## src/global_pkg.sv

```systemverilog
// package: sizes, register word types, register address map, control bits, read defaults
package global_pkg;

   ////////////////////////////////////////////////////////////
   // sizes
   ////////////////////////////////////////////////////////////
   localparam int KERNEL_NUM   = 8;
   localparam int DATA_W       = 32;
   localparam int ADDR_W       = 32;
   localparam int KERNEL_IDX_W = $clog2(KERNEL_NUM);

   typedef logic [KERNEL_NUM-1:0] kernel_vec_t;
   typedef logic [DATA_W-1:0]     word_t;
   typedef logic [ADDR_W-1:0]     addr_t;

   ////////////////////////////////////////////////////////////
   // register map
   ////////////////////////////////////////////////////////////
   // kernel counts sit at KERNEL_CNT_BASE + 4*k, up to 0x64
   typedef enum addr_t {
      ACTION_TYPE     = 32'h10,
      ACTION_VERSION  = 32'h14,
      INTR_CONTROL    = 32'h30,
      INTR_MASK       = 32'h34,
      GLOBAL_CONTROL  = 32'h38,
      INIT_ADDR_HI    = 32'h3C,
      INIT_ADDR_LO    = 32'h40,
      GLOBAL_DONE     = 32'h44,
      KERNEL_CNT_BASE = 32'h48,
      CMPL_ADDR_HI    = 32'h68,
      CMPL_ADDR_LO    = 32'h6C,
      CMPL_SIZE       = 32'h70
   } reg_addr_e;

   // global control word bits
   localparam int CTRL_START_BIT    = 0;
   localparam int CTRL_RUN_MODE_BIT = 8;

   localparam word_t      RD_UNMAPPED = 32'h5A5AA5A5;
   localparam logic [1:0] RESP_OKAY   = 2'b00;

endpackage

```

## src/axil_reg_port.sv

```systemverilog
// AXI-Lite slave handshake engine: write strobes and read requests toward the register file
`timescale 1ns/1ns

module axil_reg_port (
   input  logic               clk,
   input  logic               rst_n,
   // write address / data / response
   input  logic               awvalid,
   input  global_pkg::addr_t  awaddr,
   output logic               awready,
   input  logic               wvalid,
   input  global_pkg::word_t  wdata,
   output logic               wready,
   output logic               bvalid,
   output logic [1:0]         bresp,
   input  logic               bready,
   // read address / data
   input  logic               arvalid,
   input  global_pkg::addr_t  araddr,
   output logic               arready,
   output logic               rvalid,
   output global_pkg::word_t  rdata,
   output logic [1:0]         rresp,
   input  logic               rready,
   // register file side
   output logic               wr_en,
   output global_pkg::addr_t  wr_addr,
   output global_pkg::word_t  wr_data,
   output logic               rd_en,
   output global_pkg::addr_t  rd_addr,
   input  global_pkg::word_t  rd_value
);
   import global_pkg::*;

   ////////////////////////////////////////////////////////////
   // write channel
   ////////////////////////////////////////////////////////////
   assign wr_en   = wvalid & wready;
   assign wr_data = wdata;

   // address held until the data beat arrives
   always_ff @(posedge clk) begin
      if (awvalid & awready)
         wr_addr <= awaddr;
   end

   always_ff @(posedge clk or negedge rst_n) begin
      if (!rst_n) begin
         awready <= 1'b0;
         wready  <= 1'b0;
         bvalid  <= 1'b0;
      end else begin
         if (awvalid)
            awready <= 1'b1;
         else if (wr_en)
            awready <= 1'b0;

         if (awvalid & awready)
            wready <= 1'b1;
         else if (wvalid)
            wready <= 1'b0;

         // response holds until the master takes it
         if (wr_en)
            bvalid <= 1'b1;
         else if (bready)
            bvalid <= 1'b0;
      end
   end

   ////////////////////////////////////////////////////////////
   // read channel
   ////////////////////////////////////////////////////////////
   assign rd_en   = arvalid & arready;
   assign rd_addr = araddr;

   always_ff @(posedge clk) begin
      if (rd_en)
         rdata <= rd_value;
   end

   always_ff @(posedge clk or negedge rst_n) begin
      if (!rst_n) begin
         arready <= 1'b1;
         rvalid  <= 1'b0;
      end else begin
         // closed from the address beat until the data beat is taken
         if (arvalid)
            arready <= 1'b0;
         else if (rvalid & rready)
            arready <= 1'b1;

         if (rd_en)
            rvalid <= 1'b1;
         else if (rready)
            rvalid <= 1'b0;
      end
   end

   assign bresp = RESP_OKAY;
   assign rresp = RESP_OKAY;

endmodule

```

## src/global_regs.sv

```systemverilog
// control register file: write decode, interrupt clear pulse, read data select
`timescale 1ns/1ns

module global_regs (
   input  logic                      clk,
   input  logic                      rst_n,
   input  logic                      wr_en,
   input  global_pkg::addr_t         wr_addr,
   input  global_pkg::word_t         wr_data,
   input  global_pkg::addr_t         rd_addr,
   input  global_pkg::word_t         action_type,
   input  global_pkg::word_t         action_version,
   input  global_pkg::kernel_vec_t   mask,
   input  logic                      done_flag,
   input  global_pkg::word_t [global_pkg::KERNEL_NUM-1:0] kernel_counts,
   output global_pkg::word_t         rd_value,
   output global_pkg::kernel_vec_t   intr_clear,
   output logic                      manager_start,
   output logic                      run_mode,
   output logic [63:0]               init_addr,
   output logic [63:0]               completion_addr,
   output global_pkg::word_t         completion_size
);
   import global_pkg::*;

   word_t global_ctrl;
   word_t init_hi;
   word_t init_lo;
   word_t cmpl_hi;
   word_t cmpl_lo;
   word_t cmpl_size;
   word_t intr_ctrl;
   addr_t cnt_off;
   logic  cnt_hit;

   ////////////////////////////////////////////////////////////
   // write decode
   ////////////////////////////////////////////////////////////
   always_ff @(posedge clk or negedge rst_n) begin
      if (!rst_n) begin
         global_ctrl <= '0;
         init_hi     <= '0;
         init_lo     <= '0;
         cmpl_hi     <= '0;
         cmpl_lo     <= '0;
         cmpl_size   <= '0;
         intr_ctrl   <= '0;
      end else if (wr_en) begin
         case (wr_addr)
            GLOBAL_CONTROL: global_ctrl <= wr_data;
            INIT_ADDR_HI:   init_hi     <= wr_data;
            INIT_ADDR_LO:   init_lo     <= wr_data;
            CMPL_ADDR_HI:   cmpl_hi     <= wr_data;
            CMPL_ADDR_LO:   cmpl_lo     <= wr_data;
            CMPL_SIZE:      cmpl_size   <= wr_data;
            INTR_CONTROL:   intr_ctrl   <= wr_data;
            default: ;
         endcase
      end
   end

   // write-one-to-clear toward the mask, same edge as the store
   assign intr_clear = (wr_en && wr_addr == INTR_CONTROL) ? wr_data[KERNEL_NUM-1:0] : '0;

   assign manager_start   = global_ctrl[CTRL_START_BIT];
   assign run_mode        = global_ctrl[CTRL_RUN_MODE_BIT];
   assign init_addr       = {init_hi, init_lo};
   assign completion_addr = {cmpl_hi, cmpl_lo};
   assign completion_size = cmpl_size;

   ////////////////////////////////////////////////////////////
   // read select
   ////////////////////////////////////////////////////////////
   assign cnt_off = rd_addr - KERNEL_CNT_BASE;
   assign cnt_hit = (cnt_off < addr_t'(KERNEL_NUM * 4)) && (cnt_off[1:0] == 2'b00);

   always_comb begin
      case (rd_addr)
         ACTION_TYPE:    rd_value = action_type;
         ACTION_VERSION: rd_value = action_version;
         INTR_CONTROL:   rd_value = intr_ctrl;
         INTR_MASK:      rd_value = {{(DATA_W-KERNEL_NUM){1'b0}}, mask};
         GLOBAL_CONTROL: rd_value = global_ctrl;
         INIT_ADDR_HI:   rd_value = init_hi;
         INIT_ADDR_LO:   rd_value = init_lo;
         GLOBAL_DONE:    rd_value = {{(DATA_W-1){1'b0}}, done_flag};
         CMPL_ADDR_HI:   rd_value = cmpl_hi;
         CMPL_ADDR_LO:   rd_value = cmpl_lo;
         CMPL_SIZE:      rd_value = cmpl_size;
         // counter window, anything else is unmapped
         default:        rd_value = cnt_hit ? kernel_counts[cnt_off[2 +: KERNEL_IDX_W]]
                                            : RD_UNMAPPED;
      endcase
   end

endmodule

```

## src/kernel_dispatch.sv

```systemverilog
// kernel dispatcher: busy tracking, idle-kernel priority pick, completion edge detect
`timescale 1ns/1ns

module kernel_dispatch (
   input  logic                     clk,
   input  logic                     rst_n,
   input  logic                     job_start,
   input  global_pkg::kernel_vec_t  kernel_complete,
   output global_pkg::kernel_vec_t  kernel_start,
   output global_pkg::kernel_vec_t  complete_rise,
   output logic                     new_job,
   output logic                     job_done
);
   import global_pkg::*;

   kernel_vec_t busy;
   kernel_vec_t complete_prev;
   kernel_vec_t pick;

   // prev starts at ones so a level high out of reset is no edge
   always_ff @(posedge clk or negedge rst_n) begin
      if (!rst_n)
         complete_prev <= '1;
      else
         complete_prev <= kernel_complete;
   end

   assign complete_rise = kernel_complete & ~complete_prev;

   ////////////////////////////////////////////////////////////
   // priority pick, highest idle index wins
   ////////////////////////////////////////////////////////////
   always_comb begin
      pick = '0;
      for (int k = 0; k < KERNEL_NUM; k++) begin
         if (!busy[k]) begin
            pick    = '0;
            pick[k] = 1'b1;
         end
      end
   end

   always_ff @(posedge clk or negedge rst_n) begin
      if (!rst_n) begin
         kernel_start <= '0;
         busy         <= '0;
      end else begin
         kernel_start <= job_start ? pick : '0;
         // start wins over a completion in the same cycle
         busy         <= (busy & ~complete_rise) | kernel_start;
      end
   end

   assign new_job  = ~&busy;
   assign job_done = ~|busy;

endmodule

```

## src/completion_monitor.sv

```systemverilog
// completion monitor: per-kernel completion counters and sticky all-idle flag
`timescale 1ns/1ns

module completion_monitor (
   input  logic                     clk,
   input  logic                     rst_n,
   input  logic                     manager_start,
   input  global_pkg::kernel_vec_t  complete_rise,
   input  logic                     job_done,
   output global_pkg::word_t [global_pkg::KERNEL_NUM-1:0] kernel_counts,
   output logic                     real_done
);
   import global_pkg::*;

   logic job_done_d;

   // one counter per kernel
   always_ff @(posedge clk or negedge rst_n) begin
      if (!rst_n) begin
         kernel_counts <= '0;
      end else if (manager_start) begin
         kernel_counts <= '0;
      end else begin
         for (int k = 0; k < KERNEL_NUM; k++) begin
            if (complete_rise[k])
               kernel_counts[k] <= kernel_counts[k] + 1'b1;
         end
      end
   end

   ////////////////////////////////////////////////////////////
   // done flag on rising job_done
   ////////////////////////////////////////////////////////////
   always_ff @(posedge clk or negedge rst_n) begin
      if (!rst_n) begin
         job_done_d <= 1'b0;
         real_done  <= 1'b0;
      end else begin
         job_done_d <= job_done;
         if (manager_start)
            real_done <= 1'b0;
         else if (job_done && !job_done_d)
            real_done <= 1'b1;
      end
   end

endmodule

```

## src/irq_ctrl.sv

```systemverilog
// interrupt controller: pending completions, mask load and clear, request with ack
`timescale 1ns/1ns

module irq_ctrl (
   input  logic                     clk,
   input  logic                     rst_n,
   input  global_pkg::kernel_vec_t  complete_rise,
   input  global_pkg::kernel_vec_t  intr_clear,
   input  logic                     interrupt_ack,
   output global_pkg::kernel_vec_t  mask,
   output logic                     interrupt
);
   import global_pkg::*;

   typedef enum logic {
      IRQ_ARMED,
      IRQ_WAIT_CLEAR
   } irq_state_e;

   irq_state_e  state;
   kernel_vec_t pending;

   ////////////////////////////////////////////////////////////
   // pending set and mask
   ////////////////////////////////////////////////////////////
   always_ff @(posedge clk or negedge rst_n) begin
      if (!rst_n) begin
         pending <= '0;
         mask    <= '0;
      end else begin
         // bits already in the mask are not collected again
         pending <= (pending | complete_rise) & ~mask;
         if (mask == '0 && intr_clear == '0)
            mask <= pending;
         else if (intr_clear != '0)
            mask <= mask & ~intr_clear;
      end
   end

   // after an ack, stay quiet until software has emptied the mask
   always_ff @(posedge clk or negedge rst_n) begin
      if (!rst_n) begin
         state     <= IRQ_ARMED;
         interrupt <= 1'b0;
      end else if (interrupt_ack) begin
         state     <= IRQ_WAIT_CLEAR;
         interrupt <= 1'b0;
      end else if (state == IRQ_WAIT_CLEAR) begin
         if (mask == '0)
            state <= IRQ_ARMED;
      end else begin
         interrupt <= |mask;
      end
   end

endmodule

```

## src/global_slave_top.sv

```systemverilog
// top level: bus port, register file, dispatcher, completion monitor, interrupt controller
`timescale 1ns/1ns

module global_slave_top (
   input  logic                     clk,
   input  logic                     rst_n,
   input  logic                     awvalid,
   input  global_pkg::addr_t        awaddr,
   output logic                     awready,
   input  logic                     wvalid,
   input  global_pkg::word_t        wdata,
   output logic                     wready,
   output logic                     bvalid,
   output logic [1:0]               bresp,
   input  logic                     bready,
   input  logic                     arvalid,
   input  global_pkg::addr_t        araddr,
   output logic                     arready,
   output logic                     rvalid,
   output global_pkg::word_t        rdata,
   output logic [1:0]               rresp,
   input  logic                     rready,
   // kernel side and local control
   input  logic                     job_start,
   input  global_pkg::kernel_vec_t  kernel_complete,
   input  global_pkg::word_t        action_type,
   input  global_pkg::word_t        action_version,
   input  logic                     i_interrupt_ack,
   output global_pkg::kernel_vec_t  kernel_start,
   output logic                     manager_start,
   output logic                     run_mode,
   output logic [63:0]              init_addr,
   output logic [63:0]              completion_addr,
   output global_pkg::word_t        completion_size,
   output logic                     new_job,
   output logic                     job_done,
   output logic                     real_done,
   output logic                     o_interrupt
);
   import global_pkg::*;

   logic        wr_en;
   addr_t       wr_addr;
   word_t       wr_data;
   addr_t       rd_addr;
   word_t       rd_value;
   kernel_vec_t intr_clear;
   kernel_vec_t mask;
   kernel_vec_t complete_rise;
   word_t [KERNEL_NUM-1:0] kernel_counts;

   axil_reg_port u_port (
      .clk, .rst_n, .awvalid, .awaddr, .awready, .wvalid, .wdata, .wready,
      .bvalid, .bresp, .bready, .arvalid, .araddr, .arready, .rvalid, .rdata,
      .rresp, .rready, .wr_en, .wr_addr, .wr_data, .rd_en(), .rd_addr, .rd_value
   );

   global_regs u_regs (
      .clk, .rst_n, .wr_en, .wr_addr, .wr_data, .rd_addr, .action_type,
      .action_version, .mask, .done_flag(real_done), .kernel_counts, .rd_value,
      .intr_clear, .manager_start, .run_mode, .init_addr, .completion_addr,
      .completion_size
   );

   kernel_dispatch u_dispatch (
      .clk, .rst_n, .job_start, .kernel_complete, .kernel_start, .complete_rise,
      .new_job, .job_done
   );

   completion_monitor u_monitor (
      .clk, .rst_n, .manager_start, .complete_rise, .job_done, .kernel_counts,
      .real_done
   );

   irq_ctrl u_irq (
      .clk, .rst_n, .complete_rise, .intr_clear, .interrupt_ack(i_interrupt_ack),
      .mask, .interrupt(o_interrupt)
   );

endmodule

```

## config.mk

```make
export PLATFORM = sky130hd
export DESIGN_NAME = global_slave_top
export DESIGN_NICKNAME = d
export VERILOG_FILES = /design/src/global_pkg.sv /design/src/axil_reg_port.sv /design/src/global_regs.sv /design/src/kernel_dispatch.sv /design/src/completion_monitor.sv /design/src/irq_ctrl.sv /design/src/global_slave_top.sv
export SDC_FILE = /design/constraint.sdc
export NUM_CORES = 1
export LEC_CHECK = 0
export BUFFER_PORTS_ARGS = -buffer_cell sky130_fd_sc_hd__buf_4
export CAP_MARGIN = 20
export CORE_AREA = 4 4 224 226
export CTS_BUF_LIST = sky130_fd_sc_hd__clkbuf_8
export CTS_CLUSTER_SIZE = 8
export DETAILED_ROUTE_END_ITERATION = 16
export DIE_AREA = 0 0 228 230
export GPL_TIMING_DRIVEN = 0
export PLACE_DENSITY_LB_ADDON = 0.05
export SETUP_SLACK_MARGIN = 0.02
export SLEW_MARGIN = 20
export SYNTH_ARGS = -nofsm -noshare
export SYNTH_HDL_FRONTEND = slang
export SYNTH_SLANG_ARGS = --single-unit
export TNS_END_PERCENT = 20
```

## constraint.sdc

```tcl
create_clock -name clk -period 2.64 [get_ports clk]
set_clock_uncertainty 0.05 [all_clocks]
set_input_delay 0.132 -clock clk [delete_from_list [all_inputs] [get_ports clk]]
set_output_delay 0.132 -clock clk [all_outputs]
set_load 0.005 [all_outputs]
```

After elaboration in Yosys (flattened, before gate mapping):

Cells that the tools add are included.

* $add $sub $neg: 9
* magnitude comparators: 2
* equal/unequal tests: 19
* multiplexer cells: 42
* bitwise logic cells: 14
* reductions and logical operators: 36

Operator list (number)
* case mux 32 bit (11 select lines): 1
* 2-to-1 mux 32 bit: 10
* == test 32 x 7 -> 1 bit, second input constant: 9
* adder 32 x 1 -> 32 bit, second input constant: 8
* 2-to-1 mux 256 bit: 1
* == test 32 x 6 -> 1 bit, second input constant: 7
* binary-select mux 32 bit (select 3 bit): 1
* 2-to-1 mux 8 bit: 11
* == test 32 x 5 -> 1 bit, second input constant: 2
* bitwise AND 8 bit: 4
* < comparator 32 x 6 -> 1 bit, second input constant: 1
* NOT 8 bit: 4
* subtractor 32 x 7 -> 32 bit, second input constant: 1
* nonzero test 2 bit: 15
* 2-to-1 mux 1 bit: 18
* logical NOT 8 bit: 2
* OR 8 bit: 2
* OR reduction 8 bit: 2
* AND reduction 2 bit: 7
* AND reduction 8 bit: 1
* nonzero test 8 bit: 1
* bitwise AND 1 bit: 4
* logical AND 1 bit: 4
* < comparator 3 x 4 -> 1 bit, second input constant: 1
* 3 further kinds: 5

* register bits after elaboration: 593
* bits of input ports: 177
* output and inout port bits: 215

Longest topological paths before layout:

* word-level depth: 9
* mapped depth: 11
* mapped depth without buffers: 8

Hierarchy:

From an unflattened synthesis, not the netlist that was laid out.

* cell total of the unflattened synthesis: 2740
* area total of the unflattened synthesis: 30810.8 um^2

Modules (own cells, without submodules)
* completion_monitor: instances 1, cells each 1448, area an instance 13579.3 um^2
* global_regs: instances 1, cells each 1009, area an instance 13052.5 um^2
* axil_reg_port: instances 1, cells each 151, area an instance 2635.0 um^2
* kernel_dispatch: instances 1, cells each 64, area an instance 844.6 um^2
* irq_ctrl: instances 1, cells each 68, area an instance 699.4 um^2

Least setup slack after synthesis:

No wires, ideal clock.

* path kind: input-to-reg
* from: input araddr[18]
* to: register u_port.rdata[21], data pin
* arrival: 2.701 ns
* required time: 2.329 ns
* path slack: -0.372 ns
* cell stages on the path: 9
* cell sequence: or3_1 > or4_1 > buf_2 > or3_1 > buf_2 > or4_4 > and4b_4 > buf_6 > a221o_1

* cells in the longest elaborated chain, start to end: 5
* elaborated cells between the ends (all ways): 16

RTL lines
* from (decl): RTL line global_slave_top.sv:17 `input global_pkg::addr_t araddr,`
* subtractor 32 x 7 -> 32 bit: RTL line global_regs.sv:74 `assign cnt_off = rd_addr - KERNEL_CNT_BASE;`
* < comparator 32 x 6 -> 1 bit: RTL line global_regs.sv:75 `assign cnt_hit = (cnt_off < addr_t'(KERNEL_NUM * 4)) && (cnt_off[1:0] == 2'b00);`
* logical AND 1 bit: RTL line global_regs.sv:75
* 2-to-1 mux 32 bit: RTL line global_regs.sv:91 `default: rd_value = cnt_hit ? kernel_counts[cnt_off[2 +: KERNEL_IDX_W]]`
* case mux 32 bit (11 select lines) (*): RTL line global_regs.sv:78 `case (rd_addr)`
* via rd_value[21]: RTL line global_slave_top.sv:46 `word_t rd_value;`
* to (signal assigned): RTL line axil_reg_port.sv:79 `rdata <= rd_value;`
* to (decl): RTL line axil_reg_port.sv:22 `output global_pkg::word_t rdata,`

The timed path passes the listed nets; every way through them passes the cells marked *.
A chain may end at the register's enable or synchronous reset.

Worst setup path in the final report:

* from: input araddr[7]
* to: register u_port.rdata[24], data pin

The elaborated chain is that of the path after synthesis.

==> results.sh <==
export IMPL_async_flop_share_pct=89.2
export IMPL_synthAdderAreaFrac_pct=0.393
export IMPL_clk_pin_slew_worst_paths_ns=0.06
export IMPL_fin_area_um2=36800
export IMPL_met2_wirelength_um=51500
export IMPL_grt_total_usage_pct=41.2
export IMPL_ant_nets=0
export IMPL_synth_top_family_by_area="multiplexers"
export IMPL_place_area_um2=32700
export IMPL_p_leak_nw=17.0
export IMPL_hold_viol=0
export IMPL_worstSetupPathType="in -> reg"
export IMPL_antenna_found_initial=7
export IMPL_synth_compound_area_share_pct=7.97
export IMPL_first_pass_iters=7
export IMPL_layout_setup_ws_ns=-0.101
export IMPL_cts_tree="built"
export IMPL_wirelength_um=112000
export IMPL_pin_count=392
export IMPL_path_max_fanout=10
export IMPL_layout_nets=3305
export IMPL_area_growth_pct=28.1
export IMPL_drt_met1_wl_um=38200
export IMPL_required_ns=3.01
export IMPL_critical_path_depth=8
export IMPL_synth_cell_type_count=69
export IMPL_synth_simple_area_share_pct=14.6
export IMPL_worst_path_buf_inv=3
export IMPL_grt_max_degree=97
export IMPL_start_kind="primary input"
export IMPL_total_power_mw=20.4
export IMPL_coreArea_um2=48300
export IMPL_clk_latency_ns=0.71
export IMPL_p_per_area_nw_per_um2=556
export IMPL_grt_pass1_wl_um=162000
export IMPL_grt_overflow_total=0
export IMPL_cts_path_max_buffers=3
export IMPL_ctsRootBufferMaster="clkbuf_8"
export IMPL_status="complete, but fails checks"
export IMPL_slew_headroom_pct=33.6
export IMPL_crit_family="compound AO/OA/AOI/OAI gates"
export IMPL_tightest_slew_ns=0.995
export IMPL_topRoutingLayerUsed="met5"
export IMPL_drv_cap=0
export IMPL_ir_drop_v=0.000380
export IMPL_vias=25551
export IMPL_dp_hpwl_um=79600
export IMPL_postSynthCellCount=2475
export IMPL_finalSetupViolations=73
export IMPL_drtIter0Drc=3584
export IMPL_synthXorXnorAreaFrac_pct=6.81
export IMPL_rows=81
export IMPL_via_per_inst=6.68
export IMPL_wl_per_cell_um=29.2
export IMPL_max_stage_delay_ns=0.85
export IMPL_synth_largest_area_cell="dfrtp_1"
export IMPL_ys_seq_elements=593
export IMPL_synth_top_area_share_pct=45.4
export IMPL_routed_wl_met3_um=13500
export IMPL_dieArea_um2=52400
export IMPL_slew_violations=0
export IMPL_violations="negative setup slack"
export IMPL_yosysSeqAreaShare_pct=52.9
export IMPL_drive_gt1_share_pct=31.1
export IMPL_synth_edf_count=64
export IMPL_numCtsBuffers=98
export IMPL_htreeDepth=3
export IMPL_hp_class="in -> reg"
export IMPL_post_place_ws_ns=-2.29
export IMPL_finalCritPeriodShare_pct=104
export IMPL_min_period_ns=2.74
export IMPL_slowest_stage="a222oi_1"
export IMPL_arrival_ns=3.11
export IMPL_grt_pass1_vias=25254
export IMPL_end_kind="register"
export IMPL_fp_dieW_um=228
export IMPL_whs_path_depth=5
export IMPL_port_buffers=384
export IMPL_muxShareOfSynthArea_pct=15.0
export IMPL_ys_flop_type="dfrtp_1"
export IMPL_drc=0
export IMPL_cts_sinks=593
export IMPL_avgSynthCellArea_um2=11.6
export IMPL_gp_congestion=0.978
export IMPL_cp_common_cell="a222oi_1"
export IMPL_die_h_um=230
export IMPL_clock_fmax_mhz=365
export IMPL_start_util_pct=59.3
export IMPL_cp_cell_sequence="buf_4 > clkbuf_1 > and4b_1 > clkbuf_2 > a222oi_1 > o2111ai_1 > a222oi_1 > o41ai_1"
export IMPL_r2r_cells=9
export IMPL_synth_warnings=0
export IMPL_rsz0062_at_grt="yes"
export IMPL_synth_area_um2=28700
export IMPL_synth_area_leaders="dfrtp_1 45%, mux2_2 8.7%, edfxtp_1 6.7%"
export IMPL_num_fill_cells=3190
-- layout by cell type, fill, tap and decap left out, drive strengths merged, types with 19 or more instances in the layout --
master	count
inv	87
nand3	103
or3	40
nor2b	37
nand4	69
mux4	65
nor2	299
a2111oi	19
mux2	222
mux2i	33
a22oi	52
buf	451
a21oi	61
xor2	150
clkbuf	216
nand2	109
xnor2	73
nor4	42
dlygate4sd3	126
and4	23
a222oi	29
nor3	43
and3	27
dfrtp	520
edfxtp	64
o21ai	47
-- flip-flops by register name (all words and copies together), names as in the netlist, 32 cells and up --
| register | flops |
|---|---|
| u_port.rdata | 32 |
| u_monitor.kernel_counts | 256 |
| u_regs.init_hi | 32 |
| u_port.wr_addr | 32 |
| u_regs.init_lo | 32 |
| u_regs.completion_size | 32 |
| u_regs.cmpl_lo | 32 |
| u_regs.global_ctrl | 32 |
| u_regs.cmpl_hi | 32 |
| u_regs.intr_ctrl | 32 |
-- timing repair --
action	4_1_cts	5_1_grt
pin swaps	5	10
hold endpoints to repair	516	0
hold buffers	127	0
setup endpoints to repair	292	307
buffers inserted	5	10
gates cloned	0	3
gates resized for setup	146	104
-- power breakdown --
| group | total, mW | leakage, nW | switching, mW | internal [mW] |
|---|---|---|---|---|
| logic | 2.39 | 8.02 | 1.31 | 1.08 |
| registers | 10.3 | 7.80 | 0.600 | 9.70 |
| clock network | 7.72 | 1.14 | 3.79 | 3.93 |
-- synthesized netlist by cell type, types with 4 or more instances --
| cell | count |
|---|---|
| a2111oi_0 | 19 |
| a21o_1 | 4 |
| a21oi_1 | 61 |
| a221o_1 | 6 |
| a221oi_1 | 17 |
| a222oi_1 | 29 |
| a22o_1 | 14 |
| a22oi_1 | 52 |
| a31oi_1 | 6 |
| a32oi_1 | 14 |
| and2_1 | 15 |
| and3_1 | 27 |
| and4_1 | 23 |
| buf_1 | 21 |
| buf_2 | 6 |
| buf_4 | 4 |
| clkbuf_1 | 108 |
| dfrtp_1 | 520 |
| dfstp_2 | 9 |
| edfxtp_1 | 64 |
| ha_1 | 9 |
| inv_1 | 36 |
| mux2_2 | 222 |
| mux2i_1 | 33 |
| mux4_2 | 65 |
| nand2_1 | 109 |
| nand3_1 | 103 |
| nand4_1 | 69 |
| nor2_1 | 299 |
| nor2b_1 | 37 |
| nor3_1 | 43 |
| nor4_1 | 41 |
| nor4b_1 | 6 |
| o2111ai_1 | 4 |
| o21ai_0 | 47 |
| o21bai_1 | 9 |
| o31ai_1 | 4 |
| o41ai_1 | 5 |
| or3_1 | 40 |
| xnor2_1 | 73 |
| xor2_1 | 150 |
-- worst reg2reg max path, cell delays in order, from the launching register on --
cell and delay, ns:
edfxtp_1 0.46, nor4_4 0.33, nand4_1 0.27, nor2_4 0.24
buf_6 0.13, nand2_4 0.05, or4_4 0.45, buf_12 0.18
buf_12 0.16, mux2_2 0.28
-- kinds of logic after synthesis --
kind of cell,count (synthesis)
AND/OR/NAND/NOR,838
other,1
adder cells (fa/ha/maj),9
multiplexers,320
AO/OA/AOI/OAI,315
flip-flops,593
XOR/XNOR,223
buffers and inverters,176
-- cell type report --
| type | instances | area, um^2 | share of cell area, % |
|---|---|---|---|
| Antenna cell | 6 | 15.0 | 0.0409 |
| Buffer | 137 | 816 | 2.22 |
| Clock buffer | 115 | 1580 | 4.31 |
| Clock inverter | 63 | 254 | 0.691 |
| Inverter | 36 | 139 | 0.378 |
| Multi-Input combinational cell | 1709 | 13400 | 36.4 |
| Sequential cell | 593 | 15200 | 41.3 |
| Tap cell | 622 | 778 | 2.12 |
| Timing Repair Buffer | 544 | 4620 | 12.6 |
-- worst paths after layout --
check                                             startpoint                                       end  slack, ns
min in group asynchronous                              rst_n            u_regs.init_lo[27]$_DFFE_PN0P_       0.58
worst min-delay path                       action_version[8]                 u_port.rdata[8]$_DFFE_PP_       0.03
worst max-delay path                               araddr[7]                u_port.rdata[24]$_DFFE_PP_      -0.10
worst min register to register  u_dispatch.busy[5]$_DFF_PN0_      u_dispatch.kernel_start[5]$_DFF_PN0_       0.41
worst max register to register  u_port.wr_addr[12]$_DFFE_PP_            u_regs.init_lo[20]$_DFFE_PN0P_      -0.10
max in group asynchronous                              rst_n  u_monitor.kernel_counts[253]$_DFFE_PN0P_       0.36
-- layer usage --
layer / GRT usage (%) / up-vias
li1: - / 10447
met1: 50.0 / 12703
met2: 65.8 / 1916
met3: 12.6 / 479
met4: 23.5 / 6
met5: 0 / -
-- metrics by stage --
step	instances	util [%]	TNS (ns)	hold slack, ns
floorplan	2478	-	-4.80	-0.214
global placement	3484	67.0	-2320.09	0.199
detailed placement	3499	67.7	-132.86	0.0351
CTS	3807	75.1	-0.584	0.000408
global route	3823	76.0	-10.44	0.0247
finish	3825	76.0	-3.22	0.0279
Power figures use the tool's default switching activity.
